## src/logic/cpu_pkg.sv

```systemverilog
`default_nettype none

package cpu_pkg;

	localparam int xlen = 32;

	// register 0 reads as zero
	typedef logic [4:0] reg_addr_t;

	// instruction bits 31:26
	// rt 25:21, ra 20:16, rb 15:11, imm16 15:0, jump target 25:0
	typedef enum logic [5:0] {
		op_nop  = 6'h00,
		op_add  = 6'h01,
		op_sub  = 6'h02,
		op_and  = 6'h03,
		op_or   = 6'h04,
		op_xor  = 6'h05,
		op_addi = 6'h08,
		op_lw   = 6'h10,
		op_sw   = 6'h11,
		op_beq  = 6'h18,
		op_j    = 6'h1c
	} opcode_t;

	// execute to memory
	typedef struct packed {
		// alu result, or the address for lw and sw
		logic [xlen-1:0] result;
		logic [xlen-1:0] store_data;
		reg_addr_t       rd;
		logic            wr_en;
		logic            is_load;
		logic            is_store;
	} decoded_t;

	// memory back to execute
	typedef struct packed {
		logic            valid;
		reg_addr_t       rd;
		logic [xlen-1:0] data;
	} wb_t;

	// bubble
	localparam logic [31:0] nop_word = 32'h0000_0000;

endpackage

`default_nettype wire

```

## src/logic/mem_if.sv

```systemverilog
`timescale 1ns/1ps
`default_nettype none

// processor side of a cache, request held while strobe is high
interface mem_if;

	logic                     strobe;
	// 1 for read
	logic                     rw;
	logic [cpu_pkg::xlen-1:0] address;
	logic [cpu_pkg::xlen-1:0] wdata;
	logic [cpu_pkg::xlen-1:0] rdata;
	logic                     ready;

	modport requester (
		output strobe, rw, address, wdata,
		input  rdata, ready
	);

	modport responder (
		input  strobe, rw, address, wdata,
		output rdata, ready
	);

endinterface

`default_nettype wire

```

## src/logic/mem_stage.sv

```systemverilog
`timescale 1ns/1ps
`default_nettype none

module mem_stage (
	input  logic              clock,
	input  logic              rst_n,
	input  logic              advance,
	input  cpu_pkg::decoded_t ex_in,
	mem_if.requester          dmem,
	output cpu_pkg::wb_t      wb,
	output logic              data_wait
);

	logic store_done;

	// a finished store must not go out again while the pipe is held
	assign dmem.strobe  = ex_in.is_load || (ex_in.is_store && !store_done);
	assign dmem.rw      = ex_in.is_load;
	assign dmem.address = ex_in.result;
	assign dmem.wdata   = ex_in.store_data;

	assign data_wait = dmem.strobe && !dmem.ready;

	always_ff @(posedge clock) begin
		if (!rst_n) begin
			store_done <= 1'b0;
		end else if (advance) begin
			store_done <= 1'b0;
		end else if (ex_in.is_store && dmem.strobe && dmem.ready) begin
			store_done <= 1'b1;
		end
	end

	// load data or alu result
	assign wb.valid = ex_in.wr_en;
	assign wb.rd    = ex_in.rd;
	assign wb.data  = ex_in.is_load ? dmem.rdata : ex_in.result;

endmodule

`default_nettype wire

```

## src/flat_wrapper.sv

```systemverilog
// flat-port wrapper written by rule: the top's interface ports become plain ports
module mem_stage_flat 
  (clock, rst_n, advance, ex_in, wb, data_wait, dmem_strobe, dmem_rw, dmem_address, dmem_wdata, dmem_rdata, dmem_ready);
  mem_if dmem_i ();
  input  logic clock;
  input  logic rst_n;
  input  logic advance;
  input  cpu_pkg::decoded_t ex_in;
  output cpu_pkg::wb_t wb;
  output logic data_wait;
  output wire logic [$bits(dmem_i.strobe)-1:0] dmem_strobe;
  output wire logic [$bits(dmem_i.rw)-1:0] dmem_rw;
  output wire logic [$bits(dmem_i.address)-1:0] dmem_address;
  output wire logic [$bits(dmem_i.wdata)-1:0] dmem_wdata;
  input wire logic [$bits(dmem_i.rdata)-1:0] dmem_rdata;
  input wire logic [$bits(dmem_i.ready)-1:0] dmem_ready;
  assign dmem_strobe = dmem_i.strobe;
  assign dmem_rw = dmem_i.rw;
  assign dmem_address = dmem_i.address;
  assign dmem_wdata = dmem_i.wdata;
  assign dmem_i.rdata = dmem_rdata;
  assign dmem_i.ready = dmem_ready;
  mem_stage u_core (.clock(clock), .rst_n(rst_n), .advance(advance), .ex_in(ex_in), .dmem(dmem_i), .wb(wb), .data_wait(data_wait));
endmodule
```

## config.mk

```make
export PLATFORM = sky130hd
export DESIGN_NAME = mem_stage_flat
export DESIGN_NICKNAME = d
export VERILOG_FILES = /design/src/logic/cpu_pkg.sv /design/src/logic/mem_if.sv /design/src/logic/mem_stage.sv /design/src/flat_wrapper.sv
export SDC_FILE = /design/constraint.sdc
export NUM_CORES = 1
export LEC_CHECK = 0
export BUFFER_PORTS_ARGS = -buffer_cell sky130_fd_sc_hd__buf_4
export CAP_MARGIN = 30
export CORE_AREA = 2 2 82 84
export CTS_CLUSTER_DIAMETER = 80
export DETAILED_ROUTE_END_ITERATION = 8
export DIE_AREA = 0 0 84 86
export PLACE_DENSITY = 0.69
export REMOVE_ABC_BUFFERS = 1
export SETUP_SLACK_MARGIN = 0.2
export SYNTH_ARGS = -nofsm -noshare
export SYNTH_HDL_FRONTEND = slang
export SYNTH_SLANG_ARGS = --single-unit
```

## constraint.sdc

```tcl
create_clock -name clock -period 1.1 [get_ports clock]
set_input_delay 0.165 -clock clock [delete_from_list [all_inputs] [get_ports clock]]
set_output_delay 0.165 -clock clock [all_outputs]
set_load 0.1 [all_outputs]
```

==> results.md <==
* Max FO, Critical Path at 8
* Max-slew violation count at 0
* Fill cell count at around 630
* FP Rows at 29
* Distinct cells, synth at 11
* Synthesized area at 1120 sq um
* Area Overhead vs Synth at 98.4%
* Reg power frac at under 10%
* P_leak at 1.16 nW
* DR DRC count at 0
* Ys Warns at 0
* Worst slew margin at 81.2%
* Sw Share at between 60% and 70%
* Syn_area_per_cell at roughly 9.9 sq um
* Final hold vios at 0
* IO Pins at 213
* Final min period at 1100 ps
* CP Class: primary input to output pin
* Worst-path clk slew at 0 ps
* Total power at about 2.3 mW
* Req. time, crit path at 940 ps
* Latest clock arrival within the worst-skew pair at 0 ps
* Buffers on Ports at 136
* Int Power at around 840 uW
* Layout cell share with drive strength beyond 1 at 98.9%
* Final setup fails at 0
* Finished Core Util at 35.6%
* Post-CTS setup buffers at 0
* Net Sw Power at ~1.5 mW
* Antenna Cells at 0
* Yosys reg bits at 1
* Final setup margin at between 0.9 and 1 ps
* Initial Utilization at approximately 18%
* Post-route ant nets at 0
* Pwr/cell area at 1020 nW/um^2
* Die W at 84 um
* Clock power share at 0%
* Core area at 6280 sq um
* Largest reg by FF count: u_core.store_done
* Die Y at 86 um
* Maximum vdd ir drop at 0.430 mV
* Combinational power share at a little over nine tenths
* CP Launch Type: primary input
* Post-synthesis sequential area ratio at roughly 1.8%
* Biggest registers after layout: u_core.store_done x1
* Register-to-Register Setup Slack at 510 ps
* Max-cap viol count at 0
* Die area at roughly 7200 sq um
* Reg-to-reg startpoint: u_core.store_done$_SDFFE_PP0P_
* Leading cell types in the layout, fill and taps excluded: 101 x buf_4, 38 x buf_12, 32 x mux2_4
* Max reg flops at 1
* Fin Hold WS at 325 ps
* Max Freq at 910 MHz
* First-pass GRT wire length at just under 8000 um
* Worst Setup SP: ex_in[1]
* Worst-case reg-to-reg path depth at 2
* Initial antenna violation count at 0
* CP arrival at a little over 900 ps
* Drt first-iter violations at 12
* Pre-CTS setup slack at -102 ps
* Pin count of the biggest net entering global routing at 9
* Vias in the first global route at 1154
* Most common cell after layout, fill and taps aside: buf_4
* Hold WC Path Type: primary input to flop
* Final Skew at 0 ps
* Worst reg2reg path endpoint: u_core.store_done$_SDFFE_PP0P_
* Endpoint type of the worst setup path: output pin
* Final period utilization at 99.9%
* Gr usage total at between 10% and 20%
* RePlAce Congestion at 0.724
* Vias per Instance at 4.04
* Result of the run: finished, final reports clean
* DR pass1 iterations at 2
* Syn Inst Count at ~110
* WL final at 5880 um
* Total gr overflow at 0
* Final #Nets at 290
* Worst Setup EP: wb[20]
* Total vias in the final route at 1039
* RSZ-0062 raised after global routing: yes
* Detailed placer's ending HPWL at 5050 um
* Drt wl/cell at 22.9 um
* Worst-Margin Slew at 284 ps
==> metal layers <==
layer / GRT usage (%) / up-vias / wire length, um
met5: 6.99 / - / 42
met4: 4.84 / 2 / 229
met3: 15.3 / 8 / 1400
met2: 21.2 / 147 / 2410
met1: 14.0 / 447 / 1790
li1: - / 435 / -
==> worst max-delay path: stages <==
cell and delay [ps]:
buf_12 130, buf_12 140, mux2_4 320, buf_12 170
==> area by class of cell <==
cell class / instances / area (sq um) / area share [%]
repair buffers: 141 / 1570 / 70.5
multi-input cells: 37 / 529 / 23.7
well taps: 77 / 96.3 / 4.32
flip-flops and latches: 1 / 21.3 / 0.953
inverters: 1 / 11.3 / 0.504
==> through the flow <==
step / area (sq um) / instances / setup TNS (ps)
2_1_floorplan: 520 / 39 / -1130
3_3_place_gp: 1700 / 255 / -2360
3_5_place_dp: 1700 / 255 / -2480
4_1_cts: 2230 / 257 / -0.595
5_1_grt: 2230 / 257 / -16.2
6_report: 2230 / 257 / 0
==> timing repair <==
action,4_1_cts,5_1_grt
endpoints found under the setup margin,35,33
pin swaps,1,1
hold buffers,0,0
cloned,2,0
gates resized for setup,118,1
==> worst min-delay path by stage <==
stage / slack, ps / cells after the start / from / endpoint
final: 320 / 2 / advance / u_core.store_done$_SDFFE_PP0P_
after floorplan: 240 / 1 / advance / u_core.store_done$_SDFFE_PP0P_
after global placement: 330 / 0 / ex_in[14] / dmem_wdata[6]
after global routing: 330 / 0 / ex_in[7] / wb[36]
after detailed placement: 330 / 0 / ex_in[14] / dmem_wdata[6]
after CTS: 330 / 0 / ex_in[14] / dmem_wdata[6]
==> Yosys cell counts <==
| cell | n | area (sq um) |
|---|---|---|
| dfxtp_1 | 1 | 20.0 |
| a21oi_1 | 2 | 10.0 |
| inv_1 | 1 | 3.75 |
| buf_6 | 1 | 11.3 |
| mux2_2 | 3 | 33.8 |
| nand2_1 | 1 | 3.75 |
| nand2b_1 | 1 | 6.26 |
| mux2_4 | 29 | 435 |
| nor3b_1 | 1 | 7.51 |
| buf_12 | 3 | 60.1 |
| buf_4 | 71 | 533 |
==> power groups by stage <==
| stage | registers [mW] | logic (mW) | clock network, mW |
|---|---|---|---|
| 2_1_floorplan | 0.0387 | 0.901 | 0 |
| 3_3_place_gp | 0.0388 | 1.89 | 0 |
| 3_5_place_dp | 0.0389 | 1.90 | 0 |
| 4_1_cts | 0.0390 | 2.26 | 0 |
| 5_1_grt | 0.0394 | 2.30 | 0 |
| 6_report | 0.0392 | 2.25 | 0 |
==> logic make-up (layout without fill, tap and decap cells) <==
family,after synthesis,after routing,share of synthesized area [%]
and+or+nand+nor,3,3,1.56
AOI/OAI and AO/OA,2,2,0.890
muxes,32,32,41.7
DFF,1,1,1.78
buffers and inverters,76,142,54.1
Note: power is estimated with default switching activity, not from simulation.
