--- src/logic/cpu_pkg.sv ---
`default_nettype none

package cpu_pkg;

	localparam int xlen = 32;

	// register 0 reads as zero
	typedef logic [4:0] reg_addr_t;

	// instruction bits 31:26
	// rt 25:21, ra 20:16, rb 15:11, imm16 15:0, jump target 25:0
	typedef enum logic [5:0] {
		op_nop  = 6'h00,
		op_add  = 6'h01,
		op_sub  = 6'h02,
		op_and  = 6'h03,
		op_or   = 6'h04,
		op_xor  = 6'h05,
		op_addi = 6'h08,
		op_lw   = 6'h10,
		op_sw   = 6'h11,
		op_beq  = 6'h18,
		op_j    = 6'h1c
	} opcode_t;

	// execute to memory
	typedef struct packed {
		// alu result, or the address for lw and sw
		logic [xlen-1:0] result;
		logic [xlen-1:0] store_data;
		reg_addr_t       rd;
		logic            wr_en;
		logic            is_load;
		logic            is_store;
	} decoded_t;

	// memory back to execute
	typedef struct packed {
		logic            valid;
		reg_addr_t       rd;
		logic [xlen-1:0] data;
	} wb_t;

	// bubble
	localparam logic [31:0] nop_word = 32'h0000_0000;

endpackage

`default_nettype wire

--- src/logic/mem_if.sv ---
`timescale 1ns/1ps
`default_nettype none

// processor side of a cache, request held while strobe is high
interface mem_if;

	logic                     strobe;
	// 1 for read
	logic                     rw;
	logic [cpu_pkg::xlen-1:0] address;
	logic [cpu_pkg::xlen-1:0] wdata;
	logic [cpu_pkg::xlen-1:0] rdata;
	logic                     ready;

	modport requester (
		output strobe, rw, address, wdata,
		input  rdata, ready
	);

	modport responder (
		input  strobe, rw, address, wdata,
		output rdata, ready
	);

endinterface

`default_nettype wire

--- src/logic/fetch_stage.sv ---
`timescale 1ns/1ps
`default_nettype none

module fetch_stage #(
	parameter logic [cpu_pkg::xlen-1:0] reset_pc = '0
) (
	input  logic                     clock,
	input  logic                     rst_n,
	input  logic                     run,
	input  logic                     data_wait,
	mem_if.requester                 imem,
	input  logic                     redirect,
	input  logic [cpu_pkg::xlen-1:0] redirect_pc,
	output logic                     advance,
	output logic [31:0]              instr
);

	logic [cpu_pkg::xlen-1:0] pc;

	// read of the pc is always pending
	assign imem.strobe  = 1'b1;
	assign imem.rw      = 1'b1;
	assign imem.address = pc;
	assign imem.wdata   = '0;

	// whole pipeline moves together
	assign advance = run && imem.ready && !data_wait;

	always_ff @(posedge clock) begin
		if (!rst_n) begin
			pc    <= reset_pc;
			instr <= cpu_pkg::nop_word;
		end else if (advance) begin
			if (redirect) begin
				// squash the word fetched behind a taken branch
				instr <= cpu_pkg::nop_word;
				pc    <= redirect_pc;
			end else begin
				instr <= imem.rdata;
				pc    <= pc + 32'd4;
			end
		end
	end

endmodule

`default_nettype wire

--- src/flat_wrapper.sv ---
// flat-port wrapper written by rule: the top's interface ports become plain ports
module fetch_stage_flat 
#(
	parameter logic [cpu_pkg::xlen-1:0] reset_pc = '0
)
  (clock, rst_n, run, data_wait, redirect, redirect_pc, advance, instr, imem_strobe, imem_rw, imem_address, imem_wdata, imem_rdata, imem_ready);
  mem_if imem_i ();
  input  logic clock;
  input  logic rst_n;
  input  logic run;
  input  logic data_wait;
  input  logic redirect;
  input  logic [cpu_pkg::xlen-1:0] redirect_pc;
  output logic advance;
  output logic [31:0] instr;
  output wire logic [$bits(imem_i.strobe)-1:0] imem_strobe;
  output wire logic [$bits(imem_i.rw)-1:0] imem_rw;
  output wire logic [$bits(imem_i.address)-1:0] imem_address;
  output wire logic [$bits(imem_i.wdata)-1:0] imem_wdata;
  input wire logic [$bits(imem_i.rdata)-1:0] imem_rdata;
  input wire logic [$bits(imem_i.ready)-1:0] imem_ready;
  assign imem_strobe = imem_i.strobe;
  assign imem_rw = imem_i.rw;
  assign imem_address = imem_i.address;
  assign imem_wdata = imem_i.wdata;
  assign imem_i.rdata = imem_rdata;
  assign imem_i.ready = imem_ready;
  fetch_stage #(.reset_pc(reset_pc)) u_core (.clock(clock), .rst_n(rst_n), .run(run), .data_wait(data_wait), .imem(imem_i), .redirect(redirect), .redirect_pc(redirect_pc), .advance(advance), .instr(instr));
endmodule
--- config.mk ---
export PLATFORM = sky130hd
export DESIGN_NAME = fetch_stage_flat
export DESIGN_NICKNAME = d
export VERILOG_FILES = /design/src/logic/cpu_pkg.sv /design/src/logic/mem_if.sv /design/src/logic/fetch_stage.sv /design/src/flat_wrapper.sv
export SDC_FILE = /design/constraint.sdc
export NUM_CORES = 1
export LEC_CHECK = 0
export ABC_AREA = 1
export BUFFER_PORTS_ARGS = -buffer_cell sky130_fd_sc_hd__buf_2
export CORE_MARGIN = 3
export CORE_UTILIZATION = 47
export CTS_CLUSTER_SIZE = 24
export DETAILED_ROUTE_END_ITERATION = 16
export GPL_TIMING_DRIVEN = 0
export PLACE_DENSITY = 0.8
export SYNTH_ARGS = -nofsm -noshare
export SYNTH_HDL_FRONTEND = slang
export SYNTH_SLANG_ARGS = --single-unit
--- constraint.sdc ---
create_clock -name clock -period 1.84 [get_ports clock]
set_clock_uncertainty 0.1 [all_clocks]
set_input_delay 0.092 -clock clock [delete_from_list [all_inputs] [get_ports clock]]
set_output_delay 0.092 -clock clock [all_outputs]
set_load 0.03 [all_outputs]
==> flow_summary_export.csv <==
group,metric,value,unit
critical_path,worst-endpoint-arrival,1.83,ns
clock_network,cts_inserted_buffers,9,
pwr,static-leakage-power,2.41,nW
global_routing,grt_first_pass_wirelength,20.6,mm
yosys,unique_cell_type_count_in_the_yosys_netlist,28,
sta,max_slew_margin,0.598,
finish,areaGrowthSynthToFinish,46.6,%
critical_path,worstSetupEndpointType,"flop",
yosys,synth_commonest_cells,"152 x nand2_1, 75 x nand3_1, 65 x nor2_1",
global_routing,antenna_found_initial,0,
yosys,syn-instance-count,564,
critical_path,start_kind,"flop",
floorplanning,num_rows,31,
placement,detailed_place_hpwl,8.64,mm
yosys,dominant_combinational_cell_family_by_area_after_synthesis,"simple AND/OR/NAND/NOR gates",
sta,tns,0,ns
route,postRouteAntennaNets,0,
clock_network,numClockSinks,64,
sta,timing_max_transition_violations_final,0,
clock_network,clock_path_buffers,2,
clock_network,clock_latency,0.36,ns
sta,report.final.hold_viol_count,0,
floorplanning,initial_utilization,0.496,
clock_network,cts.reportedPaths.clkPinSlew,0.08,ns
pwr,ir_drop_worst_vdd,0.554,mV
placement,globalplace.congestion,0.913,
sta,final_period_minus_worst_setup_slack,1.70,ns
yosys,share_of_synthesized_area_occupied_by_flip_flops_and_latches,0.349,
route,vias,4548,
yosys,yosys.area.top_type_share,0.349,
placement,io_buffers,134,
clock_network,cts_htree_levels,3,
floorplanning,die_y,94.4,µm
flow_run,maxCapViolCount,0,
sta,setup_violators_final,0,
min_path,hp-class,"in2reg",
finish,finalNetCount,865,
yosys,number_of_synthesized_register_bits,64,
yosys,synth_fa_ha_area_frac,0.00340,
critical_path,timing.critical_path.fanout_max,5,
floorplanning,num_io_pins,169,
floorplanning,design.die.area,8920,µm²
route,detail_routed_via_count_per_cell,5.06,
finish,fill_cells,631,
clock_network,cts_setup_buffers,0,
yosys,synth-compound-area-share,0.113,
route,detail_route.drc_violations,0,
route,drtIter0Drc,362,
clock_network,cts_tree,"yes",
yosys,yosys.cell_count.top_type,"nand2_1",
sta,clock.fmax,590,MHz
route,first_pass_iters,5,
finish,final_layout_size_suffix_gt1_frac,0.287,
critical_path,worst_ep_required_time,1.97,ns
route,wl,12.7,mm
sta,setup_repair_after_global_routing_missed_its_margin,"false",
finish,finish.utilization,0.727,
yosys,async_reset_ff_frac,0,
yosys,netlist.top_cell.by_area,"dfxtp_1",
yosys,netlist_top_cells_area,"dfxtp_1 35%, nand2_1 16%, nand3_1 10%, buf_4 7.6%, a21oi_1 7.4%",
route,routed_wire_length_per_instance,14.1,µm
sta,fin_worst_hold_slack,0.00613,ns
run_status,result_of_the_run,"completed",
yosys,synth_xor_xnor_area_share,0,
critical_path,setup.worst_path.class,"reg2reg",
yosys,post_synth.cell_area_avg,6.52,µm²
floorplanning,fp.coreArea,7410,µm²
yosys,synth.yosys.warnings,0,
yosys,synth-simple-area-share,0.395,
sta,worst_max_slew_pin_slew,0.602,ns
global_routing,largest_net_degree_at_the_start_of_global_routing,14,
pwr,power.density,673,nW/µm²
yosys,synth_edf_count,0,
global_routing,global_route.usage.total,0.292,
yosys,post_synth_mux_area_share,0,
clock_network,cts_root_buffer,"clkbuf_8",
global_routing,vias_in_the_first_global_route,4381,
sta,final.period_utilization,0.922,
yosys,synthesis.area,3670,µm²
yosys,yosys_most_used_dff,"dfxtp_1",
floorplanning,chipWidth,94.4,µm
global_routing,global_route.overflow_total,0,
-- metal layers --
metal	GRT usage	share of wire
met5	0	0
met2	0.493	0.48
met1	0.350	0.39
met4	0.116	0.027
met3	0.0837	0.10
-- final timing paths --
path / end / cells after the start / slack [ns] / startpoint
setup / recovery: u_core.imem.address[26]$_SDFFE_PN0N_ / 10 / 0.14 / u_core.imem.address[3]$_SDFFE_PN0N_
hold / removal: u_core.imem.address[4]$_SDFFE_PN0N_ / 3 / 0.006 / redirect
setup reg to reg: u_core.imem.address[26]$_SDFFE_PN0N_ / 10 / 0.14 / u_core.imem.address[3]$_SDFFE_PN0N_
hold reg to reg: u_core.instr[11]$_SDFFE_PN0N_ / 2 / 0.36 / u_core.instr[11]$_SDFFE_PN0N_
-- where the power goes --
part | internal (W) | switching [W]
logic | 0.000257 | 0.000370
registers | 0.00142 | 0.0000347
clock network | 0.000916 | 0.000630
-- final cells by class --
type | count | area (µm²) | area share
tap | 99 | 124 | 0.0230
timing repair buffer | 187 | 1200 | 0.223
multi-input combinational | 438 | 2020 | 0.375
antenna | 1 | 2.50 | 0.000465
clock inverter | 7 | 125 | 0.0232
sequential | 64 | 1280 | 0.238
clock buffer | 9 | 124 | 0.0230
buffer | 61 | 382 | 0.0708
inverter | 33 | 124 | 0.0230
-- per-stage QoR --
step,area [µm²],instances,setup slack [ns],power (W)
floorplan,3790,596,0.0914,0.00184
finish,5390,899,0.144,0.00363
global placement,4590,829,0.149,0.00200
global route,5380,898,0.0204,0.00376
CTS,5370,898,0.0862,0.00362
detailed placement,4590,829,0.125,0.00201
-- logic make-up (layout without fill, tap and decap cells) --
kind of cell | count (synthesis) | count (layout)
buf+inv | 94 | 297
flops | 64 | 64
simple gates | 327 | 327
other cells | 2 | 35
compound gates | 76 | 76
fa+ha+maj | 1 | 1
-- sequential cells by signal, indices dropped and copies added (netlist names) --
name	count
u_core.imem.address	32
u_core.instr	32
-- critical path, stage by stage (launching register included) --
cell and delay (ns):
dfxtp_2 0.37, ha_2 0.21, nand2_1 0.07, nor2_2 0.16
nand2_2 0.16, nor2_4 0.20, nand2_1 0.07, nand2_1 0.06
nand3_1 0.06, nand2_1 0.06, a21oi_1 0.05
-- cells in the final DEF (no fill, tap or decap), drive strengths merged --
cell,n
a21oi,55
a22oi,5
a31oi,3
and2,1
buf,184
bufinv,3
clkbuf,20
clkinv,1
conb,34
dfxtp,64
diode,1
dlygate4sd3,53
ha,1
inv,36
nand2,159
nand3,75
nand4,3
nor2,78
nor3,9
nor4,2
o211ai,5
o21ai,7
o221ai,1
-- repair_timing --
action | 4_1_cts | 5_1_grt
setup endpoints to repair | 0 | 10
gates resized for setup | 0 | 5
hold buffers | 53 | 0
endpoints found under the hold margin | 51 | 0
Power figures use the tool's default switching activity.
