[config.mk]
export PLATFORM = sky130hd
export DESIGN_NAME = execute_stage
export DESIGN_NICKNAME = d
export VERILOG_FILES = /design/src/logic/cpu_pkg.sv /design/src/logic/execute_stage.sv
export SDC_FILE = /design/constraint.sdc
export NUM_CORES = 2
export LEC_CHECK = 0
export BUFFER_PORTS_ARGS = -buffer_cell sky130_fd_sc_hd__buf_2
export CAP_MARGIN = 10
export CORE_MARGIN = 5
export CORE_UTILIZATION = 46
export DETAILED_ROUTE_END_ITERATION = 10
export HOLD_SLACK_MARGIN = 0.02
export PLACE_DENSITY = 0.66
export SLEW_MARGIN = 20
export SYNTH_ARGS = -nofsm -noshare
export SYNTH_HDL_FRONTEND = slang
export SYNTH_SLANG_ARGS = --single-unit
[constraint.sdc]
create_clock -name clock -period 10.75 [get_ports clock]
set_input_delay 0 -clock clock [delete_from_list [all_inputs] [get_ports clock]]
set_output_delay 0 -clock clock [all_outputs]
set_load 0.005 [all_outputs]
[src/logic/cpu_pkg.sv]
`default_nettype none

package cpu_pkg;

	localparam int xlen = 32;

	// register 0 reads as zero
	typedef logic [4:0] reg_addr_t;

	// instruction bits 31:26
	// rt 25:21, ra 20:16, rb 15:11, imm16 15:0, jump target 25:0
	typedef enum logic [5:0] {
		op_nop  = 6'h00,
		op_add  = 6'h01,
		op_sub  = 6'h02,
		op_and  = 6'h03,
		op_or   = 6'h04,
		op_xor  = 6'h05,
		op_addi = 6'h08,
		op_lw   = 6'h10,
		op_sw   = 6'h11,
		op_beq  = 6'h18,
		op_j    = 6'h1c
	} opcode_t;

	// execute to memory
	typedef struct packed {
		// alu result, or the address for lw and sw
		logic [xlen-1:0] result;
		logic [xlen-1:0] store_data;
		reg_addr_t       rd;
		logic            wr_en;
		logic            is_load;
		logic            is_store;
	} decoded_t;

	// memory back to execute
	typedef struct packed {
		logic            valid;
		reg_addr_t       rd;
		logic [xlen-1:0] data;
	} wb_t;

	// bubble
	localparam logic [31:0] nop_word = 32'h0000_0000;

endpackage

`default_nettype wire

[src/logic/execute_stage.sv]
`timescale 1ns/1ps
`default_nettype none

module execute_stage #(
	parameter logic [cpu_pkg::xlen-1:0] reset_pc = '0
) (
	input  logic                     clock,
	input  logic                     rst_n,
	input  logic                     advance,
	input  logic [31:0]              instr,
	input  cpu_pkg::wb_t             wb,
	output logic                     redirect,
	output logic [cpu_pkg::xlen-1:0] redirect_pc,
	output cpu_pkg::decoded_t        ex_out,
	output logic                     alu_overflow
);

	cpu_pkg::opcode_t         opcode;
	cpu_pkg::reg_addr_t       rt;
	cpu_pkg::reg_addr_t       ra;
	cpu_pkg::reg_addr_t       rb;
	logic [cpu_pkg::xlen-1:0] regs [32];
	logic [cpu_pkg::xlen-1:0] imm_ext;
	logic [cpu_pkg::xlen-1:0] rt_val;
	logic [cpu_pkg::xlen-1:0] ra_val;
	logic [cpu_pkg::xlen-1:0] rb_val;
	logic [cpu_pkg::xlen-1:0] alu_b;
	logic [cpu_pkg::xlen-1:0] sum;
	logic [cpu_pkg::xlen-1:0] diff;
	logic [cpu_pkg::xlen-1:0] alu_result;
	logic [cpu_pkg::xlen-1:0] next_pc;
	logic                     uses_imm;
	logic                     overflow;
	logic                     writes_reg;
	logic                     is_load;
	logic                     is_store;

	assign opcode  = cpu_pkg::opcode_t'(instr[31:26]);
	assign rt      = instr[25:21];
	assign ra      = instr[20:16];
	assign rb      = instr[15:11];
	assign imm_ext = {{16{instr[15]}}, instr[15:0]};

	always_ff @(posedge clock) begin
		if (advance && wb.valid && wb.rd != 5'd0) begin
			regs[wb.rd] <= wb.data;
		end
	end

	// writeback of the memory stage bypasses the file
	assign rt_val = (rt == 5'd0) ? '0 : (wb.valid && wb.rd == rt) ? wb.data : regs[rt];
	assign ra_val = (ra == 5'd0) ? '0 : (wb.valid && wb.rd == ra) ? wb.data : regs[ra];
	assign rb_val = (rb == 5'd0) ? '0 : (wb.valid && wb.rd == rb) ? wb.data : regs[rb];

	assign uses_imm = opcode inside {cpu_pkg::op_addi, cpu_pkg::op_lw, cpu_pkg::op_sw};
	assign alu_b    = uses_imm ? imm_ext : rb_val;
	assign sum      = ra_val + alu_b;
	assign diff     = ra_val - rb_val;

	always_comb begin
		alu_result = '0;
		overflow   = 1'b0;
		writes_reg = 1'b0;
		is_load    = 1'b0;
		is_store   = 1'b0;
		case (opcode)
			cpu_pkg::op_add, cpu_pkg::op_addi: begin
				alu_result = sum;
				writes_reg = 1'b1;
				overflow   = (ra_val[31] == alu_b[31]) && (sum[31] != ra_val[31]);
			end
			cpu_pkg::op_sub: begin
				alu_result = diff;
				writes_reg = 1'b1;
				overflow   = (ra_val[31] != rb_val[31]) && (diff[31] != ra_val[31]);
			end
			cpu_pkg::op_and: begin
				alu_result = ra_val & rb_val;
				writes_reg = 1'b1;
			end
			cpu_pkg::op_or: begin
				alu_result = ra_val | rb_val;
				writes_reg = 1'b1;
			end
			cpu_pkg::op_xor: begin
				alu_result = ra_val ^ rb_val;
				writes_reg = 1'b1;
			end
			cpu_pkg::op_lw: begin
				alu_result = sum;
				writes_reg = 1'b1;
				is_load    = 1'b1;
			end
			cpu_pkg::op_sw: begin
				alu_result = sum;
				is_store   = 1'b1;
			end
			default: ;
		endcase
	end

	// beq offset counts words from the following instruction
	assign redirect    = (opcode == cpu_pkg::op_j) ||
	                     (opcode == cpu_pkg::op_beq && rt_val == ra_val);
	assign redirect_pc = (opcode == cpu_pkg::op_j) ? {4'b0000, instr[25:0], 2'b00} :
	                     next_pc + {imm_ext[29:0], 2'b00};

	// mirrors the fetch pc, one word past this instruction
	always_ff @(posedge clock) begin
		if (!rst_n) begin
			next_pc <= reset_pc;
		end else if (advance) begin
			next_pc <= redirect ? redirect_pc : next_pc + 32'd4;
		end
	end

	always_ff @(posedge clock) begin
		if (!rst_n) begin
			ex_out       <= '0;
			alu_overflow <= 1'b0;
		end else if (advance) begin
			ex_out.result     <= alu_result;
			ex_out.store_data <= rt_val;
			ex_out.rd         <= rt;
			ex_out.wr_en      <= writes_reg;
			ex_out.is_load    <= is_load;
			ex_out.is_store   <= is_store;
			// sticky until reset
			if (overflow) begin
				alu_overflow <= 1'b1;
			end
		end
	end

endmodule

`default_nettype wire

==> reports/results.tsv <==
stage	metric	value	unit
outcome	status	finished, final reports clean	
critical_path	CP Max Fanout	64	
grt	vias in the first global route	47824	
min_path	WHS Path Cells	5	
die	starting density of the core	46.1	%
critical_path	WS Path Type	input pin to flip-flop	
synth	Seq/Total Area, Yosys	47.7	%
finish	Area Overhead vs Synth	11.3	%
timing	setup TNS	0	ns
timing	final hold vios	0	
routing	total wire length	254	mm
clock_tree	Worst-Skew Late Latency	0.78	ns
pwr	Max VDD drop	0.000134	V
synth	syn_area_per_cell	14.7	sq um
grt	initial antenna violation count	18	
clock_tree	clock-pin slew on the worst setup and hold paths	0.06	ns
timing	fin crit share	62.3	%
die	Die Ht	397	um
critical_path	cell depth of the worst setup path	23	
die	die area	0.158	sq mm
finish	FF/Latch Area	0.0329	sq mm
synth	Yosys warning count	0	
pwr	Static Leak	0.0261	uW
die	IO Pins	179	
critical_path	worst path required time	11.41	ns
critical_path	WP buf/inv	5	
grt	All-Layer GR Usage	31.5	%
place	dpl hpwl	163	mm
critical_path	Crit path max-delay family	compound AO/OA/AOI/OAI gates	
critical_path	slowest library cell on the worst path	a211oi_1	
routing	DRC	0	
critical_path	capture point of the worst reg-to-reg path	ex_out[64]	
synth	post-synthesis adder-cell area fraction	2.92	%
place	buffers added on ports	178	
timing	FMAX	0.149	GHz
critical_path	CP peak stage delay	1.01	ns
synth	Post-synth EDFFs	1024	
job	Max-Cap Viols	0	
min_path	Hold WC Path Type	input pin to flip-flop	
timing	post-route setup slack	4.05	ns
clock_tree	# resized after CTS	0	
critical_path	crit path DAT	7.36	ns
timing	clk_skew	0.0543	ns
synth	Synth cell types	97	
synth	largest family of logic cells by synthesized area	multiplexers	
clock_tree	clock net sink count	1129	
timing	Max-Slew Margin vs Limit	11.0	%
pwr	PD cells	146	mW/mm^2
synth	area leader, netlist	edfxtp_1	
synth	Synth top area share	44.6	%
critical_path	critical path endpoint	ex_out[70]	
critical_path	worst-path cell chain	dlygate4sd3_1 > buf_4 > buf_4 > xnor2_1 > nand3_4 > a211oi_1 > inv_1 > o21ai_0 > inv_1 > fa_1 > nor2b_1 > o21ai_0 > a21boi_0 > o21a_1 > a31o_2 > o31ai_1 > a21boi_0 > o2111ai_1 > a32oi_1 > mux2i_1 > o21ai_0 > o211ai_1 > a22o_1	
routing	DR WL/cell	36.3	um
synth	Mapped Cells	4693	
synth	Simple-Gate Fraction of Synth Area	5.87	%
critical_path	crit path from	instr[13]	
clock_tree	H-tree Lvls	3	
critical_path	CP Launch Type	input pin	
grt	first-pass GRT wire length	357	mm
critical_path	critical path capture point type	flip-flop	
finish	leading cell type in the layout, fill and taps excluded	edfxtp_1	
synth	Main synth FF type	edfxtp_1	
grt	GR Overflow Total	0	
synth	complex-gate fraction of the synthesized area	9.16	%
clock_tree	CTS buffer count	120	
synth	mux share of post-synthesis cell area	29.6	%
timing	RSZ-0062 raised after global routing	no	
critical_path	r2r setup slk	4.70	ns
routing	vias per cell	7.18	
routing	final antenna-violating net count	0	
critical_path	most frequent CP cell	o21ai_0	
critical_path	worst reg2reg path depth	22	
timing	final max-slew violation count	0	
clock_tree	CTS root buf	clkbuf_16	
finish	Layout Nets	5088	
routing	DR pass1 iterations	8	
timing	setup violators final	0	
die	row count	142	
clock_tree	clk buf depth	3	
finish	commonest cells after routing, fill and taps aside	1024 x edfxtp_1, 783 x mux4_2, 233 x mux2i_1, 215 x nor2_1, 208 x nand2_1	
synth	Synth area leaders	edfxtp_1 45%, mux4_2 26%, mux2i_1 3.4%, dfxtp_1 3.1%, ha_1 2.8%	
timing	worst-margin pin slew	1.33	ns
finish	Multi-input gate area	0.0341	sq mm
routing	initial DRC count	7947	
finish	layout cell share with drive strength beyond 1	28.7	%
timing	Final Critical Period	6.70	ns
critical_path	reg2reg start	regs[11][0]	
place	Final Wtd Congestion	0.950	
synth	Mapped Area	0.0689	sq mm
synth	XOR/XNOR share of the synthesized area	1.32	%
place	pre-CTS setup slack	3.95	ns
synth	Seq cells post-synth	1129	
routing	Vias	50164	
die	Die W	397	um
die	core footprint	0.149	sq mm
synth	Async S/R FF share, synth	0	%
grt	largest net degree at the start of global routing	100	
finish	Layout fillers	12178	
clock_tree	CTS tree	yes	
[stage by stage]
step	cells	total power [uW]	hold slack, ns	util [%]	instance area (sq um)
after global routing	6979	11500	0.132	51.3	76600
after CTS	6977	11200	0.0737	51.3	76600
final	6987	11200	0.0814	51.3	76700
after floorplan	4724	6290	0.0963	-	69000
after global placement	6689	6940	0.333	48.2	72000
after detailed placement	6690	6960	0.351	48.2	72000
[area by class of cell]
type,instances,area share (%)
sequential,1129,42.8
timing repair buffer,381,3.61
clock inverter,88,1.16
inverter,106,0.521
clock buffer,140,4.04
tap,2016,3.29
multi-input combinational,3118,44.5
antenna,9,0.0294
[metal layers]
| layer | GRT usage [%] | part of all wire [%] | up-vias |
|---|---|---|---|
| met4 | 15.0 | 5.8 | 16 |
| met5 | 0 | 0.036 | - |
| met2 | 46.2 | 43 | 4315 |
| met3 | 12.2 | 16 | 837 |
| met1 | 41.5 | 35 | 25248 |
| li1 | - | - | 19748 |
[cells in the mapped netlist (7+ instances only)]
master,number
nand2b_1,28
nor2_1,251
dfxtp_1,105
buf_1,49
a32o_1,12
nor3_1,50
o22ai_1,31
nor2b_1,47
and3_1,39
mux2i_1,233
mux2_2,38
o21ai_0,190
ha_1,156
o221ai_1,26
o211ai_1,42
a22oi_1,85
or3_1,21
a21oi_1,200
clkbuf_1,189
a2111oi_0,8
buf_6,32
a31oi_1,28
a22o_1,29
or4_1,8
a211oi_1,69
nand2_1,208
and2_1,26
o21a_1,15
edfxtp_1,1024
xnor2_1,60
a221oi_1,44
a21o_1,47
inv_1,101
nand4_1,12
a21boi_0,11
nor4_1,11
buf_4,32
o21bai_1,11
nor3b_1,9
or2_2,10
a221o_1,7
nand3_1,80
xor2_1,44
mux4_2,783
buf_2,60
[cells by family (layout without fill, tap and decap cells)]
group,Yosys count,count (layout)
multiplexers,1054,1054
buffers and inverters,477,715
other,1,41
adder cells (fa/ha/maj),159,159
AND/OR/NAND/NOR,834,834
AO/OA/AOI/OAI,935,935
XOR/XNOR,104,104
flip-flops,1129,1129
[power breakdown]
part	leakage [uW]	internal, uW	switching [uW]
combinational	0.0141	807	1270
clock	0.00191	2390	1870
sequential	0.0101	4840	40.5
total	0.0261	8030	3170
[flip-flops by register name (all words and copies together) (netlist names)]
register      count
regs           1024
ex_out           72
next_pc          32
alu_overflow      1
[timing repair]
action                      CTS  global route
hold buffers                 59             0
hold endpoints to repair   1081             0
setup endpoints to repair     0             0
setup buffers                 0             0
[tightest hold or removal path: stages]
cell and delay (ns):
buf_8 0.24, nor2_1 0.18, a21oi_1 0.11, nand3_1 0.10
nand3_1 0.07
[how the worst min path moves through the flow]
| stage | slack, ns | to | start |
|---|---|---|---|
| after floorplan | 0.1 | redirect_pc[2] | instr[0] |
| after global placement | 0.33 | redirect_pc[2] | instr[0] |
| after detailed placement | 0.35 | redirect_pc[2] | instr[0] |
| after CTS | 0.07 | next_pc[14] | instr[12] |
| after global routing | 0.13 | next_pc[14] | instr[12] |
| final | 0.08 | next_pc[14] | instr[12] |
(Power assumes the default switching activity.)
